$ cat config.mk
export PLATFORM = sky130hd
export DESIGN_NAME = debug_uart_ctrl
export DESIGN_NICKNAME = d
export VERILOG_FILES = /design/src/rtl/dbg_pkg.sv /design/src/rtl/snap_pkg.sv /design/src/rtl/instr_loader.sv /design/src/rtl/snapshot_dumper.sv /design/src/rtl/cmd_decoder.sv /design/src/rtl/debug_uart_ctrl.sv
export SDC_FILE = /design/constraint.sdc
export NUM_CORES = 1
export LEC_CHECK = 0
export BUFFER_PORTS_ARGS = -buffer_cell sky130_fd_sc_hd__buf_2
export CAP_MARGIN = 20
export CELL_PAD_IN_SITES_DETAIL_PLACEMENT = 0
export CELL_PAD_IN_SITES_GLOBAL_PLACEMENT = 1
export CORE_MARGIN = 5
export CORE_UTILIZATION = 47
export CTS_BUF_LIST = sky130_fd_sc_hd__clkbuf_4 sky130_fd_sc_hd__clkbuf_8
export DETAILED_ROUTE_END_ITERATION = 10
export PLACE_DENSITY_LB_ADDON = 0.1
export SYNTH_ARGS = -nofsm -noshare
export SYNTH_HDL_FRONTEND = slang
export SYNTH_SLANG_ARGS = --single-unit
$ cat constraint.sdc
create_clock -name clk -period 15.8 [get_ports clk]
set_input_delay 1.58 -clock clk [delete_from_list [all_inputs] [get_ports clk]]
set_output_delay 1.58 -clock clk [all_outputs]
set_load 0.01 [all_outputs]
$ cat src/rtl/dbg_pkg.sv
package dbg_pkg;

    localparam int BYTE_W      = 8;                      // uart byte
    localparam int WORD_W      = 32;                     // instruction and data word
    localparam int INSTR_BYTES = 4;                      // bytes per instruction word
    localparam int ADDR_STEP   = 4;                      // byte address step per word
    localparam int BYTE_CNT_W  = $clog2(INSTR_BYTES);

    localparam logic [BYTE_CNT_W-1:0] LAST_BYTE  = BYTE_CNT_W'(INSTR_BYTES - 1);
    localparam logic [WORD_W-1:0]     HALT_INSTR = 32'hffff_ffff;  // end of program marker

    // one-hot command bytes from the host
    typedef enum logic [BYTE_W-1:0] {
        cmd_load  = 8'h01,
        cmd_debug = 8'h02,
        cmd_run   = 8'h04,
        cmd_step  = 8'h08,
        cmd_end   = 8'h10
    } cmd_t;

    typedef enum logic [2:0] {
        st_idle,
        st_load,
        st_debug,
        st_run,
        st_dump
    } ctrl_state_t;

    typedef enum logic [1:0] {
        dmp_idle,
        dmp_send,
        dmp_wait,
        dmp_ack
    } dump_state_t;

endpackage

$ cat src/rtl/snap_pkg.sv
package snap_pkg;

    localparam int MEM_ADDR_W = 8;                       // memory address field
    localparam int CTRL_W     = 16;                      // packed control word

    // field positions inside the snapshot with the control word at the bottom
    localparam int CTRL_LSB     = 0;
    localparam int MEM_ADDR_LSB = CTRL_LSB + CTRL_W;
    localparam int MEM_DATA_LSB = MEM_ADDR_LSB + MEM_ADDR_W;
    localparam int ALU_LSB      = MEM_DATA_LSB + dbg_pkg::WORD_W;
    localparam int REG_B_LSB    = ALU_LSB + dbg_pkg::WORD_W;
    localparam int REG_A_LSB    = REG_B_LSB + dbg_pkg::WORD_W;

    localparam int SNAP_W      = REG_A_LSB + dbg_pkg::WORD_W;  // 152 bits
    localparam int SNAP_BYTES  = SNAP_W / dbg_pkg::BYTE_W;     // 19 bytes per dump
    localparam int SNAP_CNT_W  = $clog2(SNAP_BYTES);

    typedef logic [SNAP_CNT_W-1:0] snap_cnt_t;

    localparam snap_cnt_t LAST_SNAP_BYTE = snap_cnt_t'(SNAP_BYTES - 1);

endpackage

$ cat src/rtl/instr_loader.sv
`timescale 1ns/1ps

module instr_loader (
    input  logic                       clk,
    input  logic                       i_rst_n,
    input  logic                       i_load_en,
    input  logic                       i_rx_done,
    input  logic [dbg_pkg::BYTE_W-1:0] i_rx_data,
    output logic [dbg_pkg::WORD_W-1:0] o_instr,
    output logic [dbg_pkg::WORD_W-1:0] o_instr_addr,
    output logic                       o_valid,
    output logic                       o_load_done
);

    logic [dbg_pkg::WORD_W-dbg_pkg::BYTE_W-1:0] shift_q;    // upper bytes so far
    logic [dbg_pkg::BYTE_CNT_W-1:0]             byte_cnt;
    logic [dbg_pkg::WORD_W-1:0]                 next_addr;  // address of word in progress
    logic [dbg_pkg::WORD_W-1:0]                 word_in;
    logic                                       word_done;
    logic                                       is_halt;

    assign word_in   = {shift_q, i_rx_data};                // msb first
    assign word_done = i_load_en && i_rx_done && (byte_cnt == dbg_pkg::LAST_BYTE);
    assign is_halt   = (word_in == dbg_pkg::HALT_INSTR);

    // word payload
    always_ff @(posedge clk) begin
        if (i_load_en && i_rx_done) begin
            shift_q <= word_in[dbg_pkg::WORD_W-dbg_pkg::BYTE_W-1:0];
        end
        if (word_done) begin
            o_instr <= word_in;                             // held until next word
        end
    end

    always_ff @(posedge clk or negedge i_rst_n) begin
        if (!i_rst_n) begin
            byte_cnt     <= '0;
            next_addr    <= '0;
            o_instr_addr <= '0;
            o_valid      <= 1'b0;
            o_load_done  <= 1'b0;
        end else begin
            o_valid     <= word_done;
            o_load_done <= word_done && is_halt;            // same cycle as last o_valid
            if (!i_load_en) begin
                byte_cnt  <= '0;
                next_addr <= '0;
            end else if (i_rx_done) begin
                if (word_done) begin
                    byte_cnt     <= '0;
                    o_instr_addr <= next_addr;
                    if (!is_halt) begin
                        next_addr <= next_addr + dbg_pkg::ADDR_STEP;
                    end
                end else begin
                    byte_cnt <= byte_cnt + 1'b1;
                end
            end
        end
    end

endmodule

$ cat src/rtl/snapshot_dumper.sv
`timescale 1ns/1ps

module snapshot_dumper (
    input  logic                            clk,
    input  logic                            i_rst_n,
    input  logic                            i_dump_req,
    output logic                            o_dump_ack,
    input  logic [dbg_pkg::WORD_W-1:0]      i_reg_a,
    input  logic [dbg_pkg::WORD_W-1:0]      i_reg_b,
    input  logic [dbg_pkg::WORD_W-1:0]      i_alu_result,
    input  logic [dbg_pkg::WORD_W-1:0]      i_mem_data,
    input  logic [snap_pkg::MEM_ADDR_W-1:0] i_mem_addr,
    input  logic [snap_pkg::CTRL_W-1:0]     i_ctrl_word,
    input  logic                            i_tx_done,
    output logic                            o_tx_start,
    output logic [dbg_pkg::BYTE_W-1:0]      o_tx_data
);

    dbg_pkg::dump_state_t        state;
    snap_pkg::snap_cnt_t         idx;       // byte being sent
    logic [snap_pkg::SNAP_W-1:0] snap_in;
    logic [snap_pkg::SNAP_W-1:0] snap_q;    // frozen copy for the whole dump

    // pack the pipeline fields with reg a on top
    always_comb begin
        snap_in[snap_pkg::REG_A_LSB    +: dbg_pkg::WORD_W]     = i_reg_a;
        snap_in[snap_pkg::REG_B_LSB    +: dbg_pkg::WORD_W]     = i_reg_b;
        snap_in[snap_pkg::ALU_LSB      +: dbg_pkg::WORD_W]     = i_alu_result;
        snap_in[snap_pkg::MEM_DATA_LSB +: dbg_pkg::WORD_W]     = i_mem_data;
        snap_in[snap_pkg::MEM_ADDR_LSB +: snap_pkg::MEM_ADDR_W] = i_mem_addr;
        snap_in[snap_pkg::CTRL_LSB     +: snap_pkg::CTRL_W]     = i_ctrl_word;
    end

    always_ff @(posedge clk) begin
        if (state == dbg_pkg::dmp_idle && i_dump_req) begin
            snap_q <= snap_in;                              // capture on first req cycle
        end
        if (state == dbg_pkg::dmp_send) begin
            o_tx_data <= snap_q[dbg_pkg::BYTE_W*idx +: dbg_pkg::BYTE_W];  // lsb first
        end
    end

    always_ff @(posedge clk or negedge i_rst_n) begin
        if (!i_rst_n) begin
            state      <= dbg_pkg::dmp_idle;
            idx        <= '0;
            o_dump_ack <= 1'b0;
            o_tx_start <= 1'b0;
        end else begin
            o_tx_start <= 1'b0;                             // single cycle pulse
            case (state)
                dbg_pkg::dmp_idle: begin
                    if (i_dump_req) begin
                        idx   <= '0;
                        state <= dbg_pkg::dmp_send;
                    end
                end
                dbg_pkg::dmp_send: begin
                    o_tx_start <= 1'b1;
                    state      <= dbg_pkg::dmp_wait;
                end
                dbg_pkg::dmp_wait: begin
                    // only one byte in flight at a time
                    if (i_tx_done) begin
                        if (idx == snap_pkg::LAST_SNAP_BYTE) begin
                            o_dump_ack <= 1'b1;
                            state      <= dbg_pkg::dmp_ack;
                        end else begin
                            idx   <= idx + 1'b1;
                            state <= dbg_pkg::dmp_send;
                        end
                    end
                end
                dbg_pkg::dmp_ack: begin
                    if (!i_dump_req) begin                  // req dropped so close handshake
                        o_dump_ack <= 1'b0;
                        state      <= dbg_pkg::dmp_idle;
                    end
                end
                default: begin
                    state <= dbg_pkg::dmp_idle;
                end
            endcase
        end
    end

endmodule

$ cat src/rtl/cmd_decoder.sv
`timescale 1ns/1ps

module cmd_decoder (
    input  logic                       clk,
    input  logic                       i_rst_n,
    input  logic                       i_rx_done,
    input  logic [dbg_pkg::BYTE_W-1:0] i_rx_data,
    input  logic                       i_end,
    input  logic                       i_load_done,
    output logic                       o_load_en,
    output logic                       o_dump_req,
    input  logic                       i_dump_ack,
    output logic                       o_step,
    output logic                       o_start
);

    dbg_pkg::ctrl_state_t state;
    dbg_pkg::cmd_t        rx_cmd;
    logic                 dbg_ret;          // current dump goes back to debug

    assign rx_cmd    = dbg_pkg::cmd_t'(i_rx_data);
    assign o_load_en = (state == dbg_pkg::st_load);  // loader owns rx bytes here

    always_ff @(posedge clk or negedge i_rst_n) begin
        if (!i_rst_n) begin
            state      <= dbg_pkg::st_idle;
            dbg_ret    <= 1'b0;
            o_dump_req <= 1'b0;
            o_step     <= 1'b0;
            o_start    <= 1'b0;
        end else begin
            o_step <= 1'b0;
            case (state)
                dbg_pkg::st_idle: begin
                    if (i_rx_done) begin
                        case (rx_cmd)
                            dbg_pkg::cmd_load: begin
                                state <= dbg_pkg::st_load;
                            end
                            dbg_pkg::cmd_debug: begin
                                state   <= dbg_pkg::st_debug;
                                o_start <= 1'b1;
                            end
                            dbg_pkg::cmd_run: begin
                                state   <= dbg_pkg::st_run;
                                o_start <= 1'b1;
                            end
                            default: begin
                                state <= dbg_pkg::st_idle;  // unknown byte
                            end
                        endcase
                    end
                end
                dbg_pkg::st_load: begin
                    if (i_load_done) begin
                        state <= dbg_pkg::st_idle;
                    end
                end
                dbg_pkg::st_debug: begin
                    if (i_rx_done) begin
                        case (rx_cmd)
                            dbg_pkg::cmd_step: begin
                                o_step     <= 1'b1;          // step and req together
                                o_dump_req <= 1'b1;
                                dbg_ret    <= 1'b1;
                                state      <= dbg_pkg::st_dump;
                            end
                            dbg_pkg::cmd_end: begin
                                o_dump_req <= 1'b1;          // final dump before idle
                                dbg_ret    <= 1'b0;
                                state      <= dbg_pkg::st_dump;
                            end
                            default: begin
                                state <= dbg_pkg::st_debug;
                            end
                        endcase
                    end
                end
                dbg_pkg::st_run: begin
                    if (i_end) begin
                        o_dump_req <= 1'b1;
                        dbg_ret    <= 1'b0;
                        state      <= dbg_pkg::st_dump;
                    end
                end
                dbg_pkg::st_dump: begin
                    // rx bytes ignored until the dumper is done
                    if (i_dump_ack) begin
                        o_dump_req <= 1'b0;
                        o_start    <= dbg_ret;
                        state      <= dbg_ret ? dbg_pkg::st_debug : dbg_pkg::st_idle;
                    end
                end
                default: begin
                    state <= dbg_pkg::st_idle;
                end
            endcase
        end
    end

endmodule

$ cat src/rtl/debug_uart_ctrl.sv
`timescale 1ns/1ps

module debug_uart_ctrl (
    input  logic                            clk,
    input  logic                            i_rst_n,
    input  logic                            i_rx_done,
    input  logic [dbg_pkg::BYTE_W-1:0]      i_rx_data,
    input  logic                            i_tx_done,
    output logic                            o_tx_start,
    output logic [dbg_pkg::BYTE_W-1:0]      o_tx_data,
    input  logic                            i_end,
    input  logic [dbg_pkg::WORD_W-1:0]      i_reg_a,
    input  logic [dbg_pkg::WORD_W-1:0]      i_reg_b,
    input  logic [dbg_pkg::WORD_W-1:0]      i_alu_result,
    input  logic [dbg_pkg::WORD_W-1:0]      i_mem_data,
    input  logic [snap_pkg::MEM_ADDR_W-1:0] i_mem_addr,
    input  logic [snap_pkg::CTRL_W-1:0]     i_ctrl_word,
    output logic [dbg_pkg::WORD_W-1:0]      o_instr,
    output logic [dbg_pkg::WORD_W-1:0]      o_instr_addr,
    output logic                            o_valid,
    output logic                            o_step,
    output logic                            o_start
);

    logic load_en;      // decoder hands rx bytes to loader
    logic load_done;    // halt word seen
    logic dump_req;
    logic dump_ack;

    cmd_decoder u_cmd_decoder (
        .clk         (clk),
        .i_rst_n     (i_rst_n),
        .i_rx_done   (i_rx_done),
        .i_rx_data   (i_rx_data),
        .i_end       (i_end),
        .i_load_done (load_done),
        .o_load_en   (load_en),
        .o_dump_req  (dump_req),
        .i_dump_ack  (dump_ack),
        .o_step      (o_step),
        .o_start     (o_start)
    );

    instr_loader u_instr_loader (
        .clk          (clk),
        .i_rst_n      (i_rst_n),
        .i_load_en    (load_en),
        .i_rx_done    (i_rx_done),
        .i_rx_data    (i_rx_data),
        .o_instr      (o_instr),
        .o_instr_addr (o_instr_addr),
        .o_valid      (o_valid),
        .o_load_done  (load_done)
    );

    // sole driver of the uart transmitter
    snapshot_dumper u_snapshot_dumper (
        .clk          (clk),
        .i_rst_n      (i_rst_n),
        .i_dump_req   (dump_req),
        .o_dump_ack   (dump_ack),
        .i_reg_a      (i_reg_a),
        .i_reg_b      (i_reg_b),
        .i_alu_result (i_alu_result),
        .i_mem_data   (i_mem_data),
        .i_mem_addr   (i_mem_addr),
        .i_ctrl_word  (i_ctrl_word),
        .i_tx_done    (i_tx_done),
        .o_tx_start   (o_tx_start),
        .o_tx_data    (o_tx_data)
    );

endmodule

==> impl_metrics.tcl, run 1 <==
set metrics [dict create \
    status "finished clean" \
    startpoint_type "primary input" \
    fin_crit_sh 0.190 \
    ys.flop_type "edfxtp_1" \
    finalSetupViolCount 0 \
    maxSlewHeadroom 0.286 \
    fin_ws_ns 12.80 \
    io_pins 241 \
    detail-route-antenna-nets 0 \
    design_area_sq_um 14300 \
    place.gp.congestion 0.808 \
    synthAdderAreaFrac 0.00424 \
    rows 58 \
    clk_latency_ns 0.55 \
    cp_slowest_cell "buf_4" \
    timing.final.crit_period_ns 3.00 \
    fin_nets 1137 \
    area_growth_syn_to_layout_pct 21.2 \
    root_buffer "clkbuf_8" \
    required_ns 16.23 \
    slowest_delay_ns 0.57 \
    ctsResizeCount 0 \
    drive_gt1_frac 0.416 \
    finalHoldViolations 0 \
    syn-instance-count 696 \
    synth_top_family_by_area "multiplexers" \
    grt_pass1_vias 7452 \
    drtIter0Drc 277 \
    critical_path_class "in2reg" \
    synth_compound_area_frac 0.0446 \
    synth_edf_count 216 \
    cts_tree "yes" \
    drc 0 \
    grt_busiest_layer "met2" \
    grt_pass1_wl_mm 39.0 \
    core_area_sq_um 25000 \
    postCtsSetupBuffers 0 \
    p_per_area_nw_per_um2 125 \
    crit_arrival_ns 3.43 \
    synth_area_sq_um 11800 \
    r2r_cells 7 \
    holdPathEnd "u_instr_loader.o_instr[26]" \
    drtPass1Iterations 4 \
    yosys.area_share.simple 0.0816 \
    clkSlewWorstSetupHoldPaths_ns 0.06 \
    setup_tns_ns 0 \
    h-tree-depth 2 \
    grtUsageMet3 0.0567 \
    dpl_cell_area_sq_um 13400 \
    grt_overflow 0 \
    path_cells "buf_2 -> nand2_1 -> nor2_4 -> buf_4 -> mux2_2" \
    ys_async_sr_fraction 0.270 \
    fmax_mhz 333 \
    cp-end-kind "register" \
    wire_per_inst_microns 18.3 \
    hold_path.class "reg2reg" \
    hold_buffers 0 \
    slew_viol_final 0 \
    synthXorXnorAreaFrac 0.0178 \
    hold_depth 0 \
    clk_path_buf_depth 3 \
    met1_usage 0.210 \
    netlist_top_cells_area "edfxtp_1 (55%), dfrtp_1 (17%), mux4_2 (6.1%)" \
    dieArea_sq_um 28400 \
    met2_usage 0.294 \
    die_y_microns 169 \
    path_max_fanout 45 \
    yosysTopAreaCellShare 0.549 \
    via_per_inst 5.19 \
    start_util 0.473 \
    synth_mux_area_frac 0.119 \
    r2r_setup_slack_ns 12.83 \
    yosys_warnings 0 \
    synth_top_area_cell "edfxtp_1" \
    fp.dieW_microns 169 \
    fin_skew_ns 0.0147 \
    hp-start "u_instr_loader.shift_q[18]" \
    worstMarginPinSlew_ns 1.07 \
    synth-seq-cells 296 \
    syn_area_per_cell_sq_um 17.0 \
    ir_drop_uv 75.1 \
    yosysMostFrequentCell "edfxtp_1" \
    ys_top_cells_by_count "edfxtp_1 (216), dfrtp_1 (80), nor2_1 (60), mux2_2 (39), mux4_2 (32)" \
    max-cap-violations 0 \
    finish.utilization 0.573 \
    crit-reg2reg-launch "u_snapshot_dumper.state[0]" \
    r2r-end "u_snapshot_dumper.idx[4]" \
    grt_antenna_before_repair 3 \
    cts_sinks 296 \
    grt_max_degree 88 \
    grt_use_total 0.172 \
    num_vias 6888 \
    seq_area_frac_synth 0.719 \
    port_buffers 238 \
    dp_slack_ns 12.18 \
    hpwl_mm 16.7 \
    wirelength_mm 24.3 \
    leakage_nw 5.64 \
    grt_setup_unrepaired "false" \
    numCtsBuffers 49 \
    ys_types 55 \
]
==> metrics by stage <==
stage / total power, mW / cells / hold slack [ns]
global route: 1.88 / 1328 / 0.505
finish: 1.78 / 1328 / 0.481
CTS: 1.81 / 1325 / 0.484
floorplan: 1.10 / 697 / 0.449
detailed placement: 1.18 / 1245 / 0.468
global placement: 1.17 / 1245 / 0.463
==> worst max path at each step <==
stage / cells past startpoint / end / from / slack, ns
2_1_floorplan: 4 / u_snapshot_dumper.idx[0] / u_snapshot_dumper.state[0] / 2.59
3_3_place_gp: 5 / u_instr_loader.o_instr_addr[25] / i_rx_done / 12.28
3_5_place_dp: 5 / u_instr_loader.o_instr_addr[25] / i_rx_done / 12.18
4_1_cts: 7 / u_snapshot_dumper.idx[3] / u_snapshot_dumper.state[0] / 12.73
5_1_grt: 7 / u_snapshot_dumper.idx[3] / u_snapshot_dumper.state[0] / 12.52
6_report: 5 / u_instr_loader.o_instr_addr[25] / i_rx_done / 12.80
==> per-layer routing <==
layer	wire, microns	vias to the layer above
li1	-	3260
met5	17	-
met4	503	4
met2	12500	222
met1	9400	3352
met3	1970	50
==> placed cells by master (no fill, tap or decap), drive strengths merged, types with 4 or more instances in the layout <==
cell     Yosys  layout
nor3         4       4
a211oi       9       9
mux4        32      32
nor4         6       6
xor2         5       5
a21oi       16      16
nand2       29      29
dfrtp       80      80
edfxtp     216     216
clkbuf      12      66
and4         5       5
nand2b      10      10
or4          4       4
nor2b        4       4
and3         6       6
a31oi        5       5
inv          8      10
clkinv       0      11
nand3       13      13
mux2i       24      24
xnor2       19      19
buf         16     248
nand4       25      25
a221o        8       8
o21ai        5       5
mux2        39      39
nor2        60      60
a2111oi      7       7
ha           4       4
==> kinds of logic (layout without fill, tap and decap cells) <==
group                      Yosys count  count (layout)
DFF                                296             296
and+or+nand+nor                    175             175
muxes                               95              95
AOI/OAI and AO/OA                   65              65
buffers and inverters               36             336
xor gates and xnor gates            24              24
adders and majority gates            4               4
other                                1               3
==> report_power, final <==
part           switching, mW  internal (mW)  total [mW]
sequential            0.0104          0.871       0.882
combinational          0.142          0.133       0.275
clock                  0.279          0.348       0.627
total                  0.431           1.35        1.78
==> flip-flops by register name (all words and copies together), names as in the netlist, 2 cells and up <==
name and flops:
u_snapshot_dumper.snap_q 152, u_instr_loader.o_instr 32, u_instr_loader.next_addr 30, u_instr_loader.o_instr_addr 30, u_instr_loader.shift_q 24, u_snapshot_dumper.o_tx_data 8, u_snapshot_dumper.idx 5, u_cmd_decoder.state 3
u_instr_loader.byte_cnt 2, u_snapshot_dumper.state 2
==> cell type report <==
cell class,instances,area [sq um]
inverter,8,30.0
fill,1958,10600
clock inverter,14,95.1
antenna,1,2.50
tap,330,413
multi-input combinational,365,3170
sequential,296,8490
clock buffer,66,815
timing repair buffer,248,1300
==> critical path: cells and delay by family <==
| kind | cells | cell delay [ns] |
|---|---|---|
| simple gates | 2 | 0.72 |
| buf+inv | 2 | 0.71 |
| mux | 1 | 0.40 |
Power figures use the tool's default switching activity.
==> run 2, diff against run 1 <==
ABC_AREA = 1   (was unset)
CORE_UTILIZATION = 40   (was 47)
clock period = 2.52 ns   (was 15.8 ns; I/O delays follow)
==> run 2 against run 1 <==
Effect of this change: wire length increased by 37%; synthesized cell count rose by 73%; first-iteration DRC count grew 82%; synthesized area grew 6.4%; critical endpoint is now u_snapshot_dumper.o_tx_data[4].
==> impl_metrics.tcl, run 2 <==
set metrics [dict create \
    status "finished clean" \
    synth_compound_area_frac 0.0646 \
    r2r_setup_slack_ns 0.56 \
    place.gp.congestion 0.804 \
    dp_slack_ns 0.552 \
    rows 64 \
    ir_drop_uv 506 \
    critical_path_class "reg2reg" \
    layout_commonest_cell "nand2_1" \
    top_register "u_snapshot_dumper.snap_q" \
    drc 0 \
    fp.dieW_microns 187 \
    path_max_fanout 33 \
    core_area_sq_um 30800 \
    numCtsBuffers 51 \
    ys.flop_type "edfxtp_1" \
    crit_arrival_ns 2.26 \
    dpl_cell_area_sq_um 14200 \
    io_pins 241 \
    detail-route-antenna-nets 0 \
    required_ns 2.83 \
    num_vias 9731 \
    cts_sinks 296 \
    die_y_microns 187 \
    finalHoldViolations 0 \
    synth_edf_count 216 \
    clkSlewWorstSetupHoldPaths_ns 0.06 \
    ys_top_cells_by_count "nand2_1 (328), edfxtp_1 (216), nor2_1 (214), o21ai_0 (108), dfrtp_1 (80)" \
    drtPass1Iterations 5 \
    drive_gt1_frac 0.226 \
    setup_tns_ns 0 \
    p_per_area_nw_per_um2 846 \
    multiInputGateArea_sq_um 3540 \
    yosysMostFrequentCell "nand2_1" \
    r2r_cells 8 \
    dieArea_sq_um 35000 \
    grt_pass1_wl_mm 53.8 \
    final_cell_mix "nand2_1 (328), buf_2 (237), edfxtp_1 (216)" \
    grt_use_total 0.189 \
    start_util 0.407 \
    slew_viol_final 0 \
    max-cap-violations 0 \
    maxSlewHeadroom 0.491 \
    fin_skew_ns 0.0221 \
    cp-end-kind "register" \
    grt_max_degree 103 \
    drtIter0Drc 503 \
    synth-seq-cells 296 \
    synth_top_family_by_area "simple AND/OR/NAND/NOR gates" \
    fmax_mhz 511 \
    synth_mux_area_frac 0 \
    via_per_inst 4.71 \
    antenna_cells 0 \
    synthXorXnorAreaFrac 0.00558 \
    grt_pass1_vias 10025 \
    syn_area_per_cell_sq_um 10.4 \
    fillers 2715 \
    hold_slack_ns 0.116 \
    leakage_nw 7.03 \
    finalSetupViolCount 0 \
    ys_types 32 \
    ctsResizeCount 0 \
    timing.final.crit_period_ns 1.96 \
    largest_reg_flops 152 \
    hpwl_mm 21.6 \
    yosysTopAreaCellShare 0.516 \
    clk_latency_ns 0.56 \
    r2r-end "u_snapshot_dumper.o_tx_data[4]" \
    netlist_top_cells_area "edfxtp_1 (52%), dfrtp_1 (16%), nand2_1 (9.8%)" \
    root_buffer "clkbuf_8" \
    cts_tree "yes" \
    grt_antenna_before_repair 0 \
    grt_overflow 0 \
    reg_top3 "u_snapshot_dumper.snap_q x152, u_instr_loader.o_instr x32" \
    fin_nets 1801 \
    crit-reg2reg-launch "u_snapshot_dumper.idx[1]" \
    hold_depth 3 \
    design_area_sq_um 16800 \
    seq_area_frac_synth 0.676 \
    port_buffers 238 \
    ys_async_sr_fraction 0.270 \
    synthAdderAreaFrac 0.00398 \
    hp-start "i_tx_done" \
    hold_buffers 161 \
    worstMarginPinSlew_ns 0.761 \
    h-tree-depth 2 \
    grt_setup_unrepaired "false" \
    fin_ws_ns 0.564 \
    startpoint_type "register" \
    postCtsSetupBuffers 0 \
    clk_path_buf_depth 3 \
    fin_crit_sh 0.776 \
    holdPathEnd "u_snapshot_dumper.o_dump_ack" \
    syn-instance-count 1206 \
    yosys.area_share.simple 0.207 \
    regArea_sq_um 8490 \
    hold_path.class "in2reg" \
    synth_area_sq_um 12600 \
    wire_per_inst_microns 16.1 \
    yosys_warnings 0 \
    area_growth_syn_to_layout_pct 33.9 \
    synth_top_area_cell "edfxtp_1" \
    wirelength_mm 33.4 \
]
[run 2: worst max path at each step]
| stage | start | endpoint | slack (ns) |
|---|---|---|---|
| final | u_snapshot_dumper.idx[1] | u_snapshot_dumper.o_tx_data[4] | 0.56 |
| after global routing | u_snapshot_dumper.idx[1] | u_snapshot_dumper.o_tx_data[2] | 0.31 |
| after CTS | u_snapshot_dumper.idx[1] | u_snapshot_dumper.o_tx_data[3] | 0.54 |
| after detailed placement | u_snapshot_dumper.idx[1] | u_snapshot_dumper.o_tx_data[3] | 0.55 |
| after global placement | u_snapshot_dumper.idx[1] | u_snapshot_dumper.o_tx_data[3] | 0.54 |
| after floorplan | u_snapshot_dumper.state[1] | u_snapshot_dumper.snap_q[0] | -0.68 |
[run 2: metal layers]
layer  wire, microns  track usage  share of wire
met1           15400        0.268           0.46
met2           15200        0.298           0.45
met3            2070       0.0399          0.062
met4             770       0.0503          0.023
met5               0            0              0
[run 2: critical path: stages, from the launching register on]
cell     delay [ns]
dfrtp_2        0.40
inv_2          0.48
nor2_1         0.10
o21ai_0        0.09
nand2_1        0.12
nand2_1        0.08
nand2_1        0.13
o21ai_1        0.21
nand2_1        0.07
[run 2: power breakdown]
group          switching [mW]  internal [mW]  total (mW)
Clock                    1.88           2.53        4.41
Combinational            2.31           1.11        3.42
Sequential              0.227           6.17        6.39
Total                    4.42           9.81        14.2
[run 2: layout make-up]
| cell class | instances | area share |
|---|---|---|
| Tap cell | 396 | 0.0295 |
| Clock inverter | 16 | 0.00737 |
| Sequential cell | 296 | 0.505 |
| Timing Repair Buffer | 413 | 0.177 |
| Clock buffer | 77 | 0.0548 |
| Multi-Input combinational cell | 797 | 0.210 |
| Inverter | 73 | 0.0165 |
[run 2: logic make-up after synthesis]
kind of cell | after synthesis
AO/OA/AOI/OAI | 151
XOR/XNOR | 8
adder cells (fa/ha/maj) | 4
buffers and inverters | 114
flip-flops | 296
other | 1
AND/OR/NAND/NOR | 632
[run 2: metrics by stage]
stage	util	power (mW)	std cells
6_report	0.546	14.2	2068
5_1_grt	0.546	15.1	2068
4_1_cts	0.546	14.4	2068
3_5_place_dp	0.459	9.73	1814
3_3_place_gp	0.459	9.72	1814
2_1_floorplan	-	8.60	1207
